`src/cpuPkg.sv`:
```
//********************
// Shared types, opcodes and instruction formats
// for the 16-bit pipelined processor
//********************
package cpuPkg;

   typedef logic [15:0] dataWord_t;
   typedef logic [2:0]  regIdx_t;

   // Codes 4'hB to 4'hE are illegal
   typedef enum logic [3:0] {
      OP_NOP  = 4'h0,
      OP_ADD  = 4'h1,
      OP_SUB  = 4'h2,
      OP_AND  = 4'h3,
      OP_OR   = 4'h4,
      OP_XOR  = 4'h5,
      OP_SLT  = 4'h6,
      OP_ADDI = 4'h7,
      OP_LW   = 4'h8,
      OP_SW   = 4'h9,
      OP_BEQZ = 4'hA,
      OP_HALT = 4'hF
   } opcode_e;

   typedef enum logic [2:0] {
      ALU_ADD = 3'd0,
      ALU_SUB = 3'd1,
      ALU_AND = 3'd2,
      ALU_OR  = 3'd3,
      ALU_XOR = 3'd4,
      ALU_SLT = 3'd5
   } aluOp_e;

   // Register-register layout
   typedef struct packed {
      opcode_e    opcode;
      regIdx_t    rd;
      regIdx_t    rs;
      regIdx_t    rt;
      logic [2:0] spare;
   } rFmt_t;

   // Register-immediate layout, imm is signed
   typedef struct packed {
      opcode_e           opcode;
      regIdx_t           rd;
      regIdx_t           rs;
      logic signed [5:0] imm;
   } iFmt_t;

   typedef union packed {
      rFmt_t r;
      iFmt_t i;
   } instr_u;

   localparam logic [15:0] NOP_WORD = {OP_NOP, 12'h000};

endpackage
```
`src/stageIf.sv`:
```
//********************
// Signal bundles between the decode, execute
// and memory stages
//********************
`timescale 1ns/1ps

interface idExIf import cpuPkg::*; ();
   logic      valid;
   dataWord_t pc;
   aluOp_e    aluOp;
   dataWord_t opA;
   dataWord_t opB;
   dataWord_t storeData;
   regIdx_t   dest;
   logic      regWrite;
   logic      memRead;
   logic      memWrite;
   logic      branch;
   logic      halt;

   modport source (output valid, pc, aluOp, opA, opB, storeData, dest,
                   regWrite, memRead, memWrite, branch, halt);
   modport sink   (input valid, pc, aluOp, opA, opB, storeData, dest,
                   regWrite, memRead, memWrite, branch, halt);
endinterface

interface exMemIf import cpuPkg::*; ();
   logic      valid;
   dataWord_t aluResult;
   dataWord_t storeData;
   regIdx_t   dest;
   logic      regWrite;
   logic      memRead;
   logic      memWrite;
   logic      halt;

   modport source (output valid, aluResult, storeData, dest,
                   regWrite, memRead, memWrite, halt);
   modport sink   (input valid, aluResult, storeData, dest,
                   regWrite, memRead, memWrite, halt);
endinterface

```
`src/pipeCpu.sv`:
```
//********************
// Five-stage 16-bit processor top level
//********************
`timescale 1ns/1ps

module pipeCpu import cpuPkg::*; #(
   parameter dataWord_t RESET_PC = '0
) (
   input  logic      clk,
   input  logic      rstN,
   output dataWord_t imemAddr,
   input  dataWord_t imemData,
   output dataWord_t dmemAddr,
   output dataWord_t dmemWrData,
   output logic      dmemWrEn,
   output logic      dmemRdEn,
   input  dataWord_t dmemRdData,
   output logic      halted,
   output logic      err
);

   instr_u    fdInstr;
   dataWord_t fdPc, redirectPc, wbData;
   logic      stall, freeze, redirect;
   logic      exWrt, memWrt, wbEn;
   regIdx_t   exDest, memDest, wbIdx;

   idExIf  idEx ();
   exMemIf exMem ();

   fetchStage #(.RESET_PC(RESET_PC)) u_fetch (
      .clk(clk), .rstN(rstN),
      .stall(stall), .freeze(freeze),
      .redirect(redirect), .redirectPc(redirectPc),
      .imemAddr(imemAddr), .imemData(imemData),
      .instr(fdInstr), .pc(fdPc)
   );

   decodeStage u_decode (
      .clk(clk), .rstN(rstN),
      .instr(fdInstr), .pc(fdPc), .flush(redirect),
      .exDest(exDest), .exWrt(exWrt), .memDest(memDest), .memWrt(memWrt),
      .wbEn(wbEn), .wbIdx(wbIdx), .wbData(wbData),
      .stall(stall), .freeze(freeze), .err(err),
      .idEx(idEx.source)
   );

   executeStage u_execute (
      .clk(clk), .rstN(rstN),
      .idEx(idEx.sink),
      .redirect(redirect), .redirectPc(redirectPc),
      .exDest(exDest), .exWrt(exWrt),
      .exMem(exMem.source)
   );

   memoryStage u_memory (
      .clk(clk), .rstN(rstN),
      .exMem(exMem.sink),
      .dmemAddr(dmemAddr), .dmemWrData(dmemWrData),
      .dmemWrEn(dmemWrEn), .dmemRdEn(dmemRdEn), .dmemRdData(dmemRdData),
      .memDest(memDest), .memWrt(memWrt),
      .wbEn(wbEn), .wbIdx(wbIdx), .wbData(wbData),
      .halted(halted)
   );

endmodule

```
`src/memoryStage.sv`:
```
//********************
// Memory stage with data memory drive
// and the write-back select
//********************
`timescale 1ns/1ps

module memoryStage import cpuPkg::*; (
   input  logic      clk,
   input  logic      rstN,
   exMemIf.sink      exMem,
   output dataWord_t dmemAddr,
   output dataWord_t dmemWrData,
   output logic      dmemWrEn,
   output logic      dmemRdEn,
   input  dataWord_t dmemRdData,
   output regIdx_t   memDest,
   output logic      memWrt,
   output logic      wbEn,
   output regIdx_t   wbIdx,
   output dataWord_t wbData,
   output logic      halted
);

   logic      wbLoad;
   dataWord_t loadData;
   dataWord_t aluData;

   assign dmemAddr   = exMem.aluResult;
   assign dmemWrData = exMem.storeData;
   assign dmemWrEn   = exMem.valid && exMem.memWrite;
   assign dmemRdEn   = exMem.valid && exMem.memRead;

   assign memDest = exMem.dest;
   assign memWrt  = exMem.valid && exMem.regWrite;

   always_ff @(posedge clk or negedge rstN) begin
      if (!rstN) begin
         wbEn   <= 1'b0;
         halted <= 1'b0;
      end else begin
         wbEn   <= memWrt;
         halted <= halted | (exMem.valid && exMem.halt);
      end
   end

   always_ff @(posedge clk) begin
      wbIdx    <= exMem.dest;
      wbLoad   <= exMem.memRead;
      loadData <= dmemRdData;
      aluData  <= exMem.aluResult;
   end

   // Write-back select
   assign wbData = wbLoad ? loadData : aluData;

   // Decode never sets both memory controls for one opcode
   oneMemAccess: assert property (@(posedge clk) disable iff (!rstN)
      !(dmemWrEn && dmemRdEn));

endmodule

```
`src/executeStage.sv`:
```
//********************
// Execute stage with the ALU, branch resolution
// and the execute-to-memory register
//********************
`timescale 1ns/1ps

module executeStage import cpuPkg::*; (
   input  logic      clk,
   input  logic      rstN,
   idExIf.sink       idEx,
   output logic      redirect,
   output dataWord_t redirectPc,
   output regIdx_t   exDest,
   output logic      exWrt,
   exMemIf.source    exMem
);

   dataWord_t aluOut;

   always_comb begin
      case (idEx.aluOp)
         ALU_ADD: aluOut = idEx.opA + idEx.opB;
         ALU_SUB: aluOut = idEx.opA - idEx.opB;
         ALU_AND: aluOut = idEx.opA & idEx.opB;
         ALU_OR:  aluOut = idEx.opA | idEx.opB;
         ALU_XOR: aluOut = idEx.opA ^ idEx.opB;
         ALU_SLT: aluOut = {15'd0, $signed(idEx.opA) < $signed(idEx.opB)};
         default: aluOut = '0;
      endcase
   end

   // BEQZ tests rd, which rides in the store data slot
   assign redirectPc = idEx.pc + 16'd1 + idEx.opB;
   assign redirect   = idEx.valid && idEx.branch && idEx.storeData == '0;

   // Hazard report for decode
   assign exDest = idEx.dest;
   assign exWrt  = idEx.valid && idEx.regWrite;

   // A taken branch leaves nothing for the memory stage
   always_ff @(posedge clk or negedge rstN) begin
      if (!rstN) begin
         exMem.valid    <= 1'b0;
         exMem.regWrite <= 1'b0;
         exMem.memRead  <= 1'b0;
         exMem.memWrite <= 1'b0;
         exMem.halt     <= 1'b0;
      end else begin
         exMem.valid    <= idEx.valid && !redirect;
         exMem.regWrite <= idEx.regWrite;
         exMem.memRead  <= idEx.memRead;
         exMem.memWrite <= idEx.memWrite;
         exMem.halt     <= idEx.halt;
      end
   end

   always_ff @(posedge clk) begin
      exMem.aluResult <= aluOut;
      exMem.storeData <= idEx.storeData;
      exMem.dest      <= idEx.dest;
   end

   // Decode flushes on redirect, so the next cycle holds a bubble
   redirectOnBranch: assert property (@(posedge clk) disable iff (!rstN)
      redirect |=> !idEx.valid);

endmodule

```
`src/decodeStage.sv`:
```
//********************
// Decode stage with hazard stall, illegal opcode
// trap and the decode-to-execute register
//********************
`timescale 1ns/1ps

module decodeStage import cpuPkg::*; (
   input  logic      clk,
   input  logic      rstN,
   input  instr_u    instr,
   input  dataWord_t pc,
   input  logic      flush,
   input  regIdx_t   exDest,
   input  logic      exWrt,
   input  regIdx_t   memDest,
   input  logic      memWrt,
   input  logic      wbEn,
   input  regIdx_t   wbIdx,
   input  dataWord_t wbData,
   output logic      stall,
   output logic      freeze,
   output logic      err,
   idExIf.source     idEx
);

   opcode_e   opcode;
   logic      isRType;
   regIdx_t   bIdx;
   dataWord_t rsData;
   dataWord_t bData;
   dataWord_t immExt;
   aluOp_e    aluOp;
   logic      useImm, readRs, readB, regWrite;
   logic      memRead, memWrite, branch, halt, illegal;
   logic      haltSeen;

   assign opcode  = instr.r.opcode;
   assign isRType = opcode inside {OP_ADD, OP_SUB, OP_AND, OP_OR, OP_XOR, OP_SLT};
   // Second read port gives rt for R-type, rd for SW and BEQZ
   assign bIdx    = isRType ? instr.r.rt : instr.r.rd;
   assign immExt  = {{10{instr.i.imm[5]}}, instr.i.imm};

   regFile u_regFile (
      .clk       (clk),
      .rstN      (rstN),
      .rdIdxA    (instr.r.rs),
      .rdIdxB    (bIdx),
      .rdDataA   (rsData),
      .rdDataB   (bData),
      .writeEn   (wbEn),
      .writeIdx  (wbIdx),
      .writeData (wbData)
   );

   always_comb begin
      aluOp    = ALU_ADD;
      useImm   = 1'b0;
      readRs   = isRType;
      readB    = isRType;
      regWrite = isRType;
      memRead  = 1'b0;
      memWrite = 1'b0;
      branch   = 1'b0;
      halt     = 1'b0;
      illegal  = 1'b0;
      case (opcode)
         OP_ADD:  aluOp = ALU_ADD;
         OP_SUB:  aluOp = ALU_SUB;
         OP_AND:  aluOp = ALU_AND;
         OP_OR:   aluOp = ALU_OR;
         OP_XOR:  aluOp = ALU_XOR;
         OP_SLT:  aluOp = ALU_SLT;
         OP_ADDI: begin
            useImm   = 1'b1;
            readRs   = 1'b1;
            regWrite = 1'b1;
         end
         OP_LW: begin
            useImm   = 1'b1;
            readRs   = 1'b1;
            regWrite = 1'b1;
            memRead  = 1'b1;
         end
         OP_SW: begin
            useImm   = 1'b1;
            readRs   = 1'b1;
            readB    = 1'b1;
            memWrite = 1'b1;
         end
         OP_BEQZ: begin
            useImm = 1'b1;
            readB  = 1'b1;
            branch = 1'b1;
         end
         OP_NOP:  ;
         OP_HALT: halt = 1'b1;
         default: illegal = 1'b1;
      endcase
   end

   // Source register still in flight in execute or memory
   function automatic logic inFlight(input regIdx_t idx);
      return idx != '0 && ((exWrt && exDest == idx) || (memWrt && memDest == idx));
   endfunction

   assign stall  = !flush && ((readRs && inFlight(instr.r.rs)) || (readB && inFlight(bIdx)));
   assign freeze = haltSeen || ((halt || illegal) && !flush);

   // Sticky halt and error flags
   always_ff @(posedge clk or negedge rstN) begin
      if (!rstN) begin
         haltSeen <= 1'b0;
         err      <= 1'b0;
      end else if (!flush) begin
         haltSeen <= haltSeen | halt | illegal;
         err      <= err | illegal;
      end
   end

   // Control half of the register, bubble on stall or flush
   always_ff @(posedge clk or negedge rstN) begin
      if (!rstN) begin
         idEx.valid    <= 1'b0;
         idEx.regWrite <= 1'b0;
         idEx.memRead  <= 1'b0;
         idEx.memWrite <= 1'b0;
         idEx.branch   <= 1'b0;
         idEx.halt     <= 1'b0;
      end else if (stall || flush) begin
         idEx.valid    <= 1'b0;
         idEx.regWrite <= 1'b0;
         idEx.memRead  <= 1'b0;
         idEx.memWrite <= 1'b0;
         idEx.branch   <= 1'b0;
         idEx.halt     <= 1'b0;
      end else begin
         idEx.valid    <= 1'b1;
         idEx.regWrite <= regWrite && instr.r.rd != '0;
         idEx.memRead  <= memRead;
         idEx.memWrite <= memWrite;
         idEx.branch   <= branch;
         idEx.halt     <= halt || illegal;
      end
   end

   always_ff @(posedge clk) begin
      idEx.pc        <= pc;
      idEx.aluOp     <= aluOp;
      idEx.opA       <= rsData;
      idEx.opB       <= useImm ? immExt : bData;
      idEx.storeData <= bData;
      idEx.dest      <= instr.r.rd;
   end

endmodule

```
`src/regFile.sv`:
```
//********************
// Eight-entry register file, r0 reads zero
//********************
`timescale 1ns/1ps

module regFile import cpuPkg::*; (
   input  logic      clk,
   input  logic      rstN,
   input  regIdx_t   rdIdxA,
   input  regIdx_t   rdIdxB,
   output dataWord_t rdDataA,
   output dataWord_t rdDataB,
   input  logic      writeEn,
   input  regIdx_t   writeIdx,
   input  dataWord_t writeData
);

   dataWord_t regs [8];

   // Same-cycle write is seen by the read
   assign rdDataA = (rdIdxA == '0) ? '0 :
                    (writeEn && writeIdx == rdIdxA) ? writeData : regs[rdIdxA];
   assign rdDataB = (rdIdxB == '0) ? '0 :
                    (writeEn && writeIdx == rdIdxB) ? writeData : regs[rdIdxB];

   always_ff @(posedge clk) begin
      if (writeEn) begin
         regs[writeIdx] <= writeData;
      end
   end

   // Decode never marks r0 as a destination
   noWriteR0: assert property (@(posedge clk) disable iff (!rstN)
      writeEn |-> writeIdx != '0);

endmodule

```
`src/fetchStage.sv`:
```
//********************
// Fetch stage with the PC and the
// fetch-to-decode register
//********************
`timescale 1ns/1ps

module fetchStage import cpuPkg::*; #(
   parameter dataWord_t RESET_PC = '0
) (
   input  logic      clk,
   input  logic      rstN,
   input  logic      stall,
   input  logic      freeze,
   input  logic      redirect,
   input  dataWord_t redirectPc,
   output dataWord_t imemAddr,
   input  dataWord_t imemData,
   output instr_u    instr,
   output dataWord_t pc
);

   dataWord_t pcReg;

   assign imemAddr = pcReg;

   // Redirect wins over stall, stall wins over freeze
   always_ff @(posedge clk or negedge rstN) begin
      if (!rstN) begin
         pcReg <= RESET_PC;
         instr <= NOP_WORD;
      end else if (redirect) begin
         pcReg <= redirectPc;
         instr <= NOP_WORD;
      end else if (!stall) begin
         if (freeze) begin
            instr <= NOP_WORD;
         end else begin
            instr <= imemData;
            pcReg <= pcReg + 16'd1;
         end
      end
   end

   // PC of the instruction now in decode
   always_ff @(posedge clk) begin
      if (!redirect && !stall && !freeze) begin
         pc <= pcReg;
      end
   end

   // A hazard stall ends once the producer reaches write-back
   stallBounded: assert property (@(posedge clk) disable iff (!rstN)
      stall && $past(stall) |=> !stall);

endmodule

```
`config.mk`:
```
export PLATFORM = sky130hd
export DESIGN_NAME = pipeCpu
export DESIGN_NICKNAME = d
export VERILOG_FILES = /design/src/cpuPkg.sv /design/src/stageIf.sv /design/src/pipeCpu.sv /design/src/memoryStage.sv /design/src/executeStage.sv /design/src/decodeStage.sv /design/src/regFile.sv /design/src/fetchStage.sv
export SDC_FILE = /design/constraint.sdc
export NUM_CORES = 1
export LEC_CHECK = 0
export BUFFER_PORTS_ARGS = -buffer_cell sky130_fd_sc_hd__buf_2
export CELL_PAD_IN_SITES_DETAIL_PLACEMENT = 1
export CELL_PAD_IN_SITES_GLOBAL_PLACEMENT = 1
export CORE_MARGIN = 2
export CORE_UTILIZATION = 50
export CTS_BUF_LIST = sky130_fd_sc_hd__clkbuf_2
export DETAILED_ROUTE_END_ITERATION = 8
export PLACE_DENSITY = 0.76
export RECOVER_POWER = 50
export SLEW_MARGIN = 20
export SYNTH_ARGS = -nofsm -noshare
export SYNTH_HDL_FRONTEND = slang
export SYNTH_SLANG_ARGS = --single-unit
```
`constraint.sdc`:
```
create_clock -name clk -period 4.4 [get_ports clk]
set_input_delay 0.44 -clock clk [delete_from_list [all_inputs] [get_ports clk]]
set_output_delay 0.44 -clock clk [all_outputs]
set_load 0.01 [all_outputs]
```
=== After elaboration in Yosys (flattened, before gate mapping) ===
Memory sizes are Yosys's and may differ from the RTL's. A register that Yosys moved wholly into a read port is not among the register bits.
Index checks and enable logic that the tools add are counted.

* Memories: 1
* Flip-flop bits (word level): 188
* Logic and storage cells: 143
* Input bits: 34
* Bits in writable memories: 128

{| class="wikitable"
|+ Memories
! name !! words !! bits a word !! rd ports !! clocked after Yosys merged registers in !! write ports !! line !! RTL
|-
| u_decode.u_regFile.regs || 8 || 16 || 2 || 1 || 1 || regFile.sv:18 || <nowiki>dataWord_t regs [8];</nowiki>
|}

* Mux-type cells: 30
* Add/sub/neg operators: 5
* Order comparisons: 1
* Reductions and logical operators: 46
* Bitwise operators: 7
* Eq/ne operators: 23

{| class="wikitable"
|+ Operators by type and width
! kind !! count
|-
| 16-bit 2-to-1 mux || 10
|-
| 16-bit one-hot mux with 6 select lines || 1
|-
| 16-bit by 1-bit adder with 16-bit output (second input constant) || 2
|-
| 16-bit adder || 2
|-
| 1-bit logical AND || 22
|-
| 1-bit 2-to-1 mux || 17
|-
| 16-bit bitwise AND || 1
|-
| 4-bit by 3-bit equality test with 1-bit output (second input constant) || 4
|-
| 4-bit equality test (second input constant) || 4
|-
| 16-bit logical NOT || 1
|-
| 16-bit < comparator || 1
|-
| 16-bit OR || 1
|-
| 16-bit subtractor || 1
|-
| 16-bit XOR || 1
|-
| 3-bit equality test || 5
|-
| 3-bit one-hot mux with 5 select lines || 1
|-
| 12-bit OR reduction || 1
|-
| 3-bit logical NOT || 3
|-
| 3-bit nonzero test || 3
|-
| 4-bit by 2-bit equality test with 1-bit output (second input constant) || 2
|-
| 3-bit by 2-bit equality test with 1-bit output (second input constant) || 2
|-
| 3-bit equality test (second input constant) || 2
|-
| 1-bit logical OR || 6
|-
| 6-bit nonzero test || 1
|-
| other kinds (11) || 18
|}

=== Logic depth before layout (Yosys ltp) ===
Gate-level depths: netlist of run 1.

* Depth in word-level cells: 13
* Gate-level depth with buffers: 14
* Depth with buffers taken out: 12

=== Cells and area by module ===
Synthesis of run 1 repeated with hierarchy kept, for this count alone.

* Cells, all modules: 1393
* Area, all modules: 16213.0 sq um

{| class="wikitable"
|+ Modules (own cells, without submodules)
! module !! instances !! cells an instance !! area each (sq um)
|-
| regFile || 1 || 413 || 6366.1
|-
| executeStage || 1 || 540 || 4116.4
|-
| decodeStage || 1 || 189 || 2416.1
|-
| fetchStage || 1 || 156 || 2005.7
|-
| memoryStage || 1 || 95 || 1308.8
|}

=== Least setup slack after synthesis of run 1 ===
No wires, ideal clock.

* Kind: register to register
* Start: register u_fetch.instr[13] in the netlist's numbering
* End: register u_fetch.pc[0] (enable)
* Stages on the path, launching flop included: 12
* Slack: 1579 ps
* Path buffers: 4
* Arrival time: 2509 ps
* Period minus slack after synthesis: 2821 ps
* Setup time: 311 ps
* Cell sequence: dfrtp_1 and2_1 a211o_1 o221ai_1 buf_4 and3_1 buf_6 or3_1 buf_6 a21oi_2 nor4_4 buf_6

* Word-level cells in the longest chain between the ends: 13

{| class="wikitable"
|+ RTL lines
! what !! line !! RTL
|-
| from (decl) || fetchStage.sv:18 || <nowiki>output instr_u instr,</nowiki>
|-
| from (signal assigned) || fetchStage.sv:38 || <nowiki>instr <= imemData;</nowiki>
|-
| 4-bit by 1-bit equality test with 1-bit output, or another cell as far along || decodeStage.sv:38, decodeStage.sv:66 ||
|-
| 6-bit nonzero test || decodeStage.sv:38 || <nowiki>assign isRType = opcode inside {OP_ADD, OP_SUB, OP_AND, OP_OR, OP_XOR, OP_SLT};</nowiki>
|-
| 3-bit 2-to-1 mux || decodeStage.sv:40 || <nowiki>assign bIdx = isRType ? instr.r.rt : instr.r.rd;</nowiki>
|-
| 3-bit equality test || decodeStage.sv:103 || <nowiki>return idx != '0 && ((exWrt && exDest == idx) || (memWrt && memDest == idx));</nowiki>
|-
| 1-bit logical AND || decodeStage.sv:103 ||
|-
| 1-bit logical OR || decodeStage.sv:103 ||
|-
| 1-bit logical AND || decodeStage.sv:103 ||
|-
| 1-bit logical AND || decodeStage.sv:106 || <nowiki>assign stall = !flush && ((readRs && inFlight(instr.r.rs)) || (readB && inFlight(bIdx)));</nowiki>
|-
| 1-bit logical OR || decodeStage.sv:106 ||
|-
| 1-bit logical AND || decodeStage.sv:106 ||
|-
| 1-bit logical NOT || -- ||
|-
| 1-bit logical AND || fetchStage.sv:46 || <nowiki>if (!redirect && !stall && !freeze) begin</nowiki>
|-
| 1-bit logical AND (*) || fetchStage.sv:46 ||
|-
| to (signal assigned) || fetchStage.sv:47 || <nowiki>pc <= pcReg;</nowiki>
|-
| to (decl) || fetchStage.sv:19 || <nowiki>output dataWord_t pc</nowiki>
|}

Mark *: on every way between the ends. The rest lies on a longest branch, timed or not.
A chain may end at the register's enable or synchronous reset.

=== Worst setup path in the final report of run 1 ===
* Start: register u_fetch.instr[14] in the netlist's numbering
* End: register u_fetch.pc[4] (enable)

The elaborated chain is that of the path after synthesis.

==> results of run 1 <==
cell usage in the layout (no fill, tap or decap), types with 7 or more instances in the layout:
cell type,count
nor2_1,90
clkbuf_1,8
ha_1,68
o21ai_1,7
nor3_1,28
buf_2,82
a22o_1,22
mux4_2,32
o21ai_0,40
buf_4,20
or3_1,10
mux2i_1,132
and3_1,10
nand4_1,7
a211oi_1,28
mux2_2,17
xnor2_1,25
mux2_1,11
nand2_1,41
nor4_1,7
a31oi_1,7
inv_1,57
nand3_1,28
a21o_1,17
and2_1,7
a21oi_1,46
dlygate4sd3_1,33
clkinv_1,27
edfxtp_1,144
o22ai_1,16
dfrtp_1,46
dfxtp_1,141
nand2b_1,11
nor2b_1,11
o31ai_1,8
xor2_1,19
a22oi_1,7
clkbuf_2,112
per-stage QoR:
| stage | utilization | setup WS, ns |
|---|---|---|
| 2_1_floorplan | - | 1.58 |
| 3_3_place_gp | 0.530 | 0.730 |
| 3_5_place_dp | 0.530 | 0.583 |
| 4_1_cts | 0.566 | 0.520 |
| 5_1_grt | 0.565 | 0.205 |
| 6_report | 0.565 | 0.489 |
area by class of cell:
type	count	area [sq um]	area share
sequential	332	8320	0.470
timing repair buffer	143	921	0.0520
antenna	1	2.50	0.000141
inverter	58	218	0.0123
tap	402	503	0.0284
multi-input combinational	848	6930	0.392
clock buffer	112	561	0.0317
clock inverter	38	241	0.0136
cells by family after synthesis:
logic type,count (synthesis),synth area share
fa+ha+maj,72,0.0583
simple gates,282,0.0908
buf+inv,133,0.0361
compound gates,258,0.114
xor+xnor,44,0.0244
mux,192,0.149
flops,332,0.527
power groups by stage:
stage	Clock, W	Sequential [W]	Combinational, W
after global routing	0.00239	0.00493	0.00728
after CTS	0.00221	0.00486	0.00667
final	0.00215	0.00487	0.00668
after floorplan	0	0.00461	0.00488
after detailed placement	0	0.00492	0.00661
after global placement	0	0.00490	0.00642
routing by layer:
metal,vias up,GRT usage
met5,-,0
met4,0,0.0927
met3,81,0.0397
met2,265,0.442
met1,5654,0.354
li1,5236,-
worst register-to-register path: stages (launching register included):
cell,delay [ns]
dfrtp_1,0.65
nor2_1,0.15
a211o_1,0.40
o221ai_2,0.29
buf_4,0.26
xor2_1,0.10
nand4_2,0.20
a21oi_2,0.20
nor4_4,0.90
buf_4,0.42
timing repair:
item | in CTS | in global routing
hold endpoints to repair | 79 | 0
buffers inserted | 0 | 0
hold buffers | 33 | 0
final timing paths:
| kind | cells after the start | slack (ns) | to |
|---|---|---|---|
| max | 9 | 0.49 | u_fetch.pc[4]$_DFFE_PP_ |
| min | 2 | 0.15 | u_memory.loadData[10]$_DFF_P_ |
| max reg2reg | 9 | 0.49 | u_fetch.pc[4]$_DFFE_PP_ |
| min reg2reg | 0 | 0.34 | u_execute.exMem.memRead$_DFF_PN0_ |
| max in group asynchronous | 2 | 1.83 | u_fetch.instr[6]$_DFFE_PN0P_ |
| min in group asynchronous | 2 | 0.90 | u_decode.idEx.valid$_DFF_PN0_ |
state kept, by name, indices dropped and copies added (netlist names), 3 cells and up:
| signal | count |
|---|---|
| u_memory.wbIdx | 3 |
| u_decode.u_regFile.regs | 128 |
| u_decode.idEx.storeData | 16 |
| u_memory.aluData | 16 |
| u_decode.idEx.dest | 3 |
| u_memory.loadData | 16 |
| u_execute.exMem.dest | 3 |
| u_fetch.imemAddr | 16 |
| u_decode.idEx.aluOp | 3 |
| u_decode.idEx.opB | 16 |
| u_decode.idEx.opA | 16 |
| u_decode.idEx.pc | 16 |
| u_fetch.instr | 16 |
| u_execute.exMem.aluResult | 16 |
| u_fetch.pc | 16 |
| u_execute.exMem.storeData | 16 |
==> reports/results.ini, run 1 <==
[critical_path]
path_common_cell = buf_4
critPathLaunchType = flip-flop
path_class = reg -> reg
endpoint_kind = flip-flop
cp_slowest_cell = nor4_4
cp_top_family = simple AND/OR/NAND/NOR gates
path_cells = nor2_1 > a211o_1 > o221ai_2 > buf_4 > xor2_1 > nand4_2 > a21oi_2 > nor4_4 > buf_4
startpoint = u_fetch.instr[14]$_DFFE_PN0P_
worst-path-buf-inv = 2
r2r-start = u_fetch.instr[14]$_DFFE_PN0P_
arrival_ns = 4.49
cp.required_ns = 4.98
worstPathMaxFanout = 18
max_stage_delay_ns = 0.89

[power_and_ir_drop]
switching_share = 0.427
p_comb_frac = 0.487
p_per_area_nw_per_um2 = 774
irDropWorstVdd_uv = 701
seqPwrFrac = 0.355
clkPwrFrac = 0.157
switchingPower_w = 0.00585
power_w = 0.0137
internal-power_w = 0.00784
p_leak_nw = 7.57

[cts]
cts_tree = built
cts-root-buf = clkbuf_2
clk_path_buf_depth = 3
cts_sinks = 332
insertion_delay_ns = 0.92
h-tree-depth = 3
path_clk_slew_ns = 0.12
cts_resized = 0
cts_made_buffers = 84

[worst_hold_path]
hold_class = in -> reg
worstHoldStart = dmemRdData[10]

[synth]
synth-edff-count = 144
yosysTopAreaCell = edfxtp_1
netlist_instances = 1313
ys_seq_area_frac = 0.527
yosys.area.top_type_share = 0.274
synth_area_leaders = edfxtp_1, dfxtp_1, mux2i_1, dfrtp_1, ha_1
synth_cell_types = 79
ys_async_sr_fraction = 0.142
syn-cell-area_sq_um = 15800
yosysWarningCount = 0
syn_avg_cell_area_sq_um = 12.0
synth.cells.most_frequent = edfxtp_1, dfxtp_1, mux2i_1
yosysMostFrequentCell = edfxtp_1
ys_ff_latch = 332
ys.flop_type = edfxtp_1
syn_nets = 1418

[global_routing]
overflow = 0
antenna_found_initial = 1
grt.total_usage = 0.265
grt_max_degree = 66
grt_pass1_vias = 11697
grt_pass1_wl_um = 66600

[die]
ioPinCount = 86
initial_core_util = 0.504
die-width_um = 182
core_sq_um = 31300
fp-row-count = 65
die_h_um = 182
die_area_sq_um = 33000

[sta]
rsz0062_at_grt = false
holdWs_ns = 0.151
drv_slew = 48
clock_skew_ns = 0.0583
hold_viol = 0
clock.fmax_mhz = 256
final.period_utilization = 0.889
setup_viol = 0
slew-limit-headroom = -0.763
worst_slew_pin_slew_ns = 2.64
setup-tns-final_ns = 0
period_minus_slack_ns = 3.91

[routing]
wl_per_cell_um = 22.4
top_layer_used = met4
drtIter0Drc = 756
wl_met1_um = 19200
drtAntennaViolNets = 0
dr_wl_met2_um = 21300
vias_per_cell = 5.81
firstDrtPassIters = 5
met3_length_um = 1740
finalWirelength_um = 43400
vias = 11236
drc = 0

[placed_design]
placed_cells = 1750
place.gp.congestion = 0.864
dp_hpwl_um = 30400
portBuffers = 85
dpl_cell_area_sq_um = 16600

[finish]
finish.instance_area_sq_um = 17700
finalNonFillerCells = 1934
fill_cells = 3309
nets = 1572
drive_gt1_frac = 0.192
area_growth_pct = 12.1

[flow_run]
drv_cap = 1

[run_status]
status = complete, but fails checks
violations = capacitance limit, slew limit

Note: power is estimated with default switching activity, not from simulation.
==> run 2: changes to the inputs <==
- HOLD_SLACK_MARGIN: default -> 0.05
- PLACE_DENSITY: 0.76 -> 0.84
==> run 2 against run 1 <==
Net effect:
- the run still ends with capacitance limit, slew limit left
- sequential power rose by 1%
- final area rose by 0.57%
- count of clock-buffer cells in the layout rose by 21
- first-iteration DRC count rose by 31%
- register-to-register slack improved by 0.03 ns
- total power rose by 3.2%
- flip-flop and latch count did not move
- fmax rose by 0.67%
- core utilization rose by 0.32 points
- non-clock buffer count rose by 12
==> reports/results.ini, run 2 (synthesis gave the netlist of run 1 again) <==
[global_routing]
antenna_found_initial = 3  ; +2
grt_pass1_wl_um = 76300  ; +15%
overflow = 0  ; unchanged
grt_max_degree = 66  ; unchanged
grt_pass1_vias = 12770  ; +9.2%
grt_util_met1 = 0.379  ; +0.0248
grt.total_usage = 0.305  ; +0.0399
met2_usage = 0.511  ; +0.0688
grt_util_met3 = 0.0658  ; +0.0261
busiest_layer = met2

[routing]
vias_per_cell = 6.14  ; +5.6%
drtAntennaViolNets = 0  ; unchanged
drc = 0  ; unchanged
wl_per_cell_um = 25.6  ; +14%
vias = 11995  ; +6.8%
drtIter0Drc = 987  ; +31%
firstDrtPassIters = 5  ; unchanged
finalWirelength_um = 50100  ; +15%

[die]
die_h_um = 182  ; unchanged
core_sq_um = 31300  ; unchanged
fp-row-count = 65  ; unchanged
die-width_um = 182  ; unchanged
die_area_sq_um = 33000  ; unchanged
initial_core_util = 0.504  ; unchanged
ioPinCount = 86  ; unchanged

[sta]
setup_viol = 0  ; unchanged
setup-tns-final_ns = 0  ; unchanged
period_minus_slack_ns = 3.88  ; -0.0262 ns
drv_slew = 75  ; +56%
final.period_utilization = 0.883  ; -0.00596
hold_viol = 0  ; unchanged
clock.fmax_mhz = 257  ; +0.67%
rsz0062_at_grt = false
worst_slew_pin_slew_ns = 2.76  ; +0.115 ns
clock_skew_ns = 0.113  ; +0.0546 ns
slew-limit-headroom = -0.840  ; -0.0768

[power_and_ir_drop]
p_per_area_nw_per_um2 = 794  ; +2.6%
p_leak_nw = 7.63  ; +0.78%
irDropWorstVdd_uv = 516  ; -26%

[finish]
regMostFlops = u_decode.u_regFile.regs
largest_reg_flops = 128  ; unchanged
layout_commonest_cell = edfxtp_1
nets = 1585  ; +0.83%
layout_common_cells = edfxtp_1, dfxtp_1, clkbuf_2
area_growth_pct = 12.8
drive_gt1_frac = 0.199  ; +0.00706
final_core_util = 0.569  ; +0.00320

[flow_run]
drv_cap = 3  ; +2

[critical_path]
worstPathMaxFanout = 34  ; +16
cp.required_ns = 5.26  ; +0.28 ns
endpoint_kind = flip-flop
critPathLaunchType = flip-flop
arrival_ns = 4.74  ; +0.25 ns
path_class = reg -> reg

[cts]
cts_tree = built
cts-root-buf = clkbuf_2
insertion_delay_ns = 1.01  ; +0.09 ns
post_cts_buffers = 0  ; unchanged
cts_made_buffers = 85  ; +1.2%
cts_sinks = 332  ; unchanged
h-tree-depth = 3  ; unchanged
clk_path_buf_depth = 3  ; unchanged
path_clk_slew_ns = 0.13  ; about the same

[placed_design]
dp_hpwl_um = 31700  ; +4.1%
portBuffers = 85  ; unchanged
place.gp.congestion = 0.865  ; +0.10%

[run_status]
violations = capacitance limit, slew limit
status = complete, but fails checks

[worst_hold_path]
hold_class = in -> reg

## run 2: layer usage
metal  wire length [um]  vias up
met1              20400     6111
met2              24700      496
li1                   -     5264
met4               1790        2
met3               3190      122
met5                 13        -
## run 2: layout make-up
cell class | count | area (sq um)
fill | 3307 | 13500
antenna | 6 | 15.0
timing repair buffer | 155 | 1040
inverter | 58 | 218
tap | 402 | 503
multi-input combinational | 848 | 6930
clock buffer | 133 | 666
clock inverter | 21 | 109
sequential | 332 | 8320
## run 2: worst max-delay path: stages, from the launching register on
cell,delay [ns]
dfrtp_1,0.58
and2_1,0.27
a211o_1,0.40
o221ai_2,0.27
buf_4,0.38
xor2_1,0.21
nand4_2,0.28
a21oi_2,0.59
nor4_4,0.09
buf_4,0.29
a221o_1,0.37
## run 2: what timing repair did
action / in CTS / in global routing
hold buffers: 45 / 2
hold endpoints to repair: 79 / 8
gates resized for setup: 0 / 0
## run 2: final timing paths
path | start | end | slack, ns | depth (start not counted)
min | dmemRdData[7] | u_memory.loadData[7]$_DFF_P_ | 0.10 | 2
max | u_fetch.instr[13]$_DFFE_PN0P_ | u_fetch.imemAddr[11]$_DFFE_PN0P_ | 0.52 | 10
max in group asynchronous | rstN | u_fetch.instr[6]$_DFFE_PN0P_ | 1.17 | 3
max reg2reg | u_fetch.instr[13]$_DFFE_PN0P_ | u_fetch.imemAddr[11]$_DFFE_PN0P_ | 0.52 | 10
min reg2reg | u_fetch.pc[8]$_DFFE_PP_ | u_decode.idEx.pc[8]$_DFF_P_ | 0.31 | 0
min in group asynchronous | rstN | u_fetch.imemAddr[6]$_DFFE_PN0P_ | 1.42 | 3
## run 2: power by group
| part | switching [W] | leakage, nW | internal (W) |
|---|---|---|---|
| clock network | 0.00138 | 0.616 | 0.000854 |
| registers | 0.000717 | 3.10 | 0.00420 |
| logic | 0.00422 | 3.91 | 0.00276 |
| total | 0.00631 | 7.63 | 0.00782 |
## run 2: through the flow
stage                     power, W  cell area [sq um]  hold slack [ns]  std cells  setup WS, ns
after floorplan            0.00949              15800            0.144       1313          1.58
after global placement      0.0112              16600            0.326       1748         0.801
after detailed placement    0.0116              16600            0.329       1748         0.650
after CTS                   0.0138              17800           0.0587       1947         0.664
after global routing        0.0149              17800           0.0258       1955         0.336
final                       0.0141              17800            0.104       1955         0.516
==> run 3: changes to the inputs <==
- REMOVE_ABC_BUFFERS: default -> 1
==> run 3 against run 2 <==
Net effect:
- the run still ends with capacitance limit, slew limit left
- final cell count up 0.20%
- combinational power about the same
- worst hold slack better by 0.028 ns
- critical endpoint unchanged
==> reports/results.ini, run 3 (synthesis gave the netlist of run 1 again) <==
[power_and_ir_drop]
p_per_area_nw_per_um2 = 779  ; -1.9%
irDropWorstVdd_uv = 639  ; +24%
p_leak_nw = 7.65  ; +0.37%

[global_routing]
grt_pass1_wl_um = 72500  ; -4.9%
grt.total_usage = 0.290  ; -0.0142
busiest_layer = met2
met2_usage = 0.486  ; -0.0251
grt_util_met1 = 0.351  ; -0.0274
grt_pass1_vias = 12729  ; -0.32%
grt_util_met3 = 0.0678  ; +0.00201
antenna_found_initial = 2  ; -1
grt_max_degree = 66  ; unchanged
overflow = 0  ; unchanged

[cts]
cts-root-buf = clkbuf_2
post_cts_buffers = 0  ; unchanged
path_clk_slew_ns = 0.10  ; -0.03 ns
cts_made_buffers = 86  ; +1.2%
cts_sinks = 332  ; unchanged
cts_resized = 0  ; unchanged
h-tree-depth = 3  ; unchanged
insertion_delay_ns = 1.02  ; about the same
clk_path_buf_depth = 3  ; unchanged
cts_tree = built
cts_hold_buf = 41  ; -8.9%

[run_status]
violations = capacitance limit, slew limit
status = complete, but fails checks

[sta]
setup_ws_ns = 0.799  ; +0.283 ns
worst_slew_pin_slew_ns = 2.68  ; -0.0760 ns
setup-tns-final_ns = 0  ; unchanged
clock.fmax_mhz = 278  ; +7.9%
final.period_utilization = 0.818  ; -0.0644
slew-limit-headroom = -0.789  ; +0.0507
period_minus_slack_ns = 3.60  ; -0.283 ns
rsz0062_at_grt = false
drv_slew = 116  ; +55%
setup_viol = 0  ; unchanged
clock_skew_ns = 0.0894  ; -0.0234 ns
hold_viol = 0  ; unchanged

[routing]
vias_per_cell = 6.05  ; -1.5%
wl_per_cell_um = 24.2  ; -5.6%
drc = 0  ; unchanged
drtAntennaViolNets = 0  ; unchanged
finalWirelength_um = 47400  ; -5.4%
vias = 11843  ; -1.3%
drtIter0Drc = 982  ; -0.51%
firstDrtPassIters = 5  ; unchanged

[placed_design]
place.gp.congestion = 0.868  ; +0.38%
place_ws_ns = 0.462  ; -0.188 ns
portBuffers = 85  ; unchanged
dp_hpwl_um = 30900  ; -2.5%
placed_cells = 1752  ; +0.23%

[flow_run]
drv_cap = 5  ; +2

[critical_path]
max_stage_delay_ns = 0.65  ; +0.06 ns
critPathLaunchType = flip-flop
path_cells = nor3_2 > nor2_1 > o221ai_2 > and3_1 > or3_1 > a21oi_2 > nor4_4 > buf_4 > a221o_1
cp.required_ns = 5.25  ; about the same
cp_slowest_cell = dfrtp_1
worstPathMaxFanout = 15  ; -56%
cp_top_family = simple AND/OR/NAND/NOR gates
path_class = reg -> reg
arrival_ns = 4.45  ; -0.29 ns
endpoint_kind = flip-flop
reg2reg_slack_ns = 0.80  ; +0.28 ns
worst-path-buf-inv = 1  ; -1

[finish]
finalNonFillerCells = 1959  ; +0.20%
largest_reg_flops = 128  ; unchanged
nets = 1586  ; +0.063%
drive_gt1_frac = 0.199  ; +0.000390
fill_cells = 3304  ; -0.091%
layout_commonest_cell = edfxtp_1
regMostFlops = u_decode.u_regFile.regs
area_growth_pct = 13.0
layout_common_cells = edfxtp_1, dfxtp_1, mux2i_1

[die]
die-width_um = 182  ; unchanged
initial_core_util = 0.504  ; unchanged
die_h_um = 182  ; unchanged
core_sq_um = 31300  ; unchanged
fp-row-count = 65  ; unchanged
die_area_sq_um = 33000  ; unchanged
ioPinCount = 86  ; unchanged

[worst_hold_path]
hold_class = in -> reg

run 3: cell types whose count changed in the layout (fill, tap and decap cells not counted), moves of 3 or more:
cell / change
clkbuf_2: -11
clkinv_1: +11
mux2_1: +10
mux2_2: -10
clkbuf_1: -9
buf_2: +7
buf_4: +5
clkinv_2: +5
dlygate4sd3_1: -5
clkinv_4: +4
inv_2: -4
diode_2: -3
run 3: worst register-to-register path: stages, from the launching register on:
cell	delay [ns]
dfrtp_1	0.65
nor3_2	0.14
nor2_1	0.41
o221ai_2	0.23
and3_1	0.24
or3_1	0.50
a21oi_2	0.52
nor4_4	0.20
buf_4	0.26
a221o_1	0.34
run 3: path summary, 6_finish.rpt:
| path | cells after the start | endpoint | from |
|---|---|---|---|
| worst min-delay path | 2 | u_memory.loadData[15]$_DFF_P_ | dmemRdData[15] |
| worst max-delay path | 9 | u_fetch.imemAddr[11]$_DFFE_PN0P_ | u_fetch.instr[14]$_DFFE_PN0P_ |
| min in group asynchronous | 3 | u_fetch.imemAddr[9]$_DFFE_PN0P_ | rstN |
| max in group asynchronous | 3 | u_fetch.instr[6]$_DFFE_PN0P_ | rstN |
| worst max register to register | 9 | u_fetch.imemAddr[11]$_DFFE_PN0P_ | u_fetch.instr[14]$_DFFE_PN0P_ |
| worst min register to register | 0 | u_decode.idEx.pc[10]$_DFF_P_ | u_fetch.pc[10]$_DFFE_PP_ |
run 3: where the power goes:
group | leakage [nW] | internal (W) | switching, W
clock | 0.597 | 0.000777 | 0.00138
combinational | 3.96 | 0.00277 | 0.00419
sequential | 3.10 | 0.00420 | 0.000586
run 3: per-layer routing:
| layer | vias up | part of all wire |
|---|---|---|
| li1 | 5279 | - |
| met1 | 5969 | 0.40 |
| met2 | 478 | 0.50 |
| met3 | 117 | 0.063 |
| met4 | 0 | 0.042 |
| met5 | - | 0 |
run 3: final cells by class:
type / count / area, sq um / area share
Antenna cell: 3 / 7.51 / 0.000421
Clock buffer: 122 / 611 / 0.0342
Clock inverter: 39 / 189 / 0.0106
Inverter: 58 / 218 / 0.0122
Multi-Input combinational cell: 848 / 6940 / 0.389
Sequential cell: 332 / 8320 / 0.467
Tap cell: 402 / 503 / 0.0282
Timing Repair Buffer: 155 / 1050 / 0.0587
run 3: through the flow:
step            util  power, W  hold WS [ns]  cell area [sq um]
3_3_place_gp   0.531    0.0113         0.326              16600
5_1_grt        0.570    0.0147        0.0602              17800
6_report       0.570    0.0139         0.132              17800
4_1_cts        0.569    0.0139        0.0548              17800
3_5_place_dp   0.531    0.0116         0.328              16600
2_1_floorplan      -   0.00951         0.144              15400
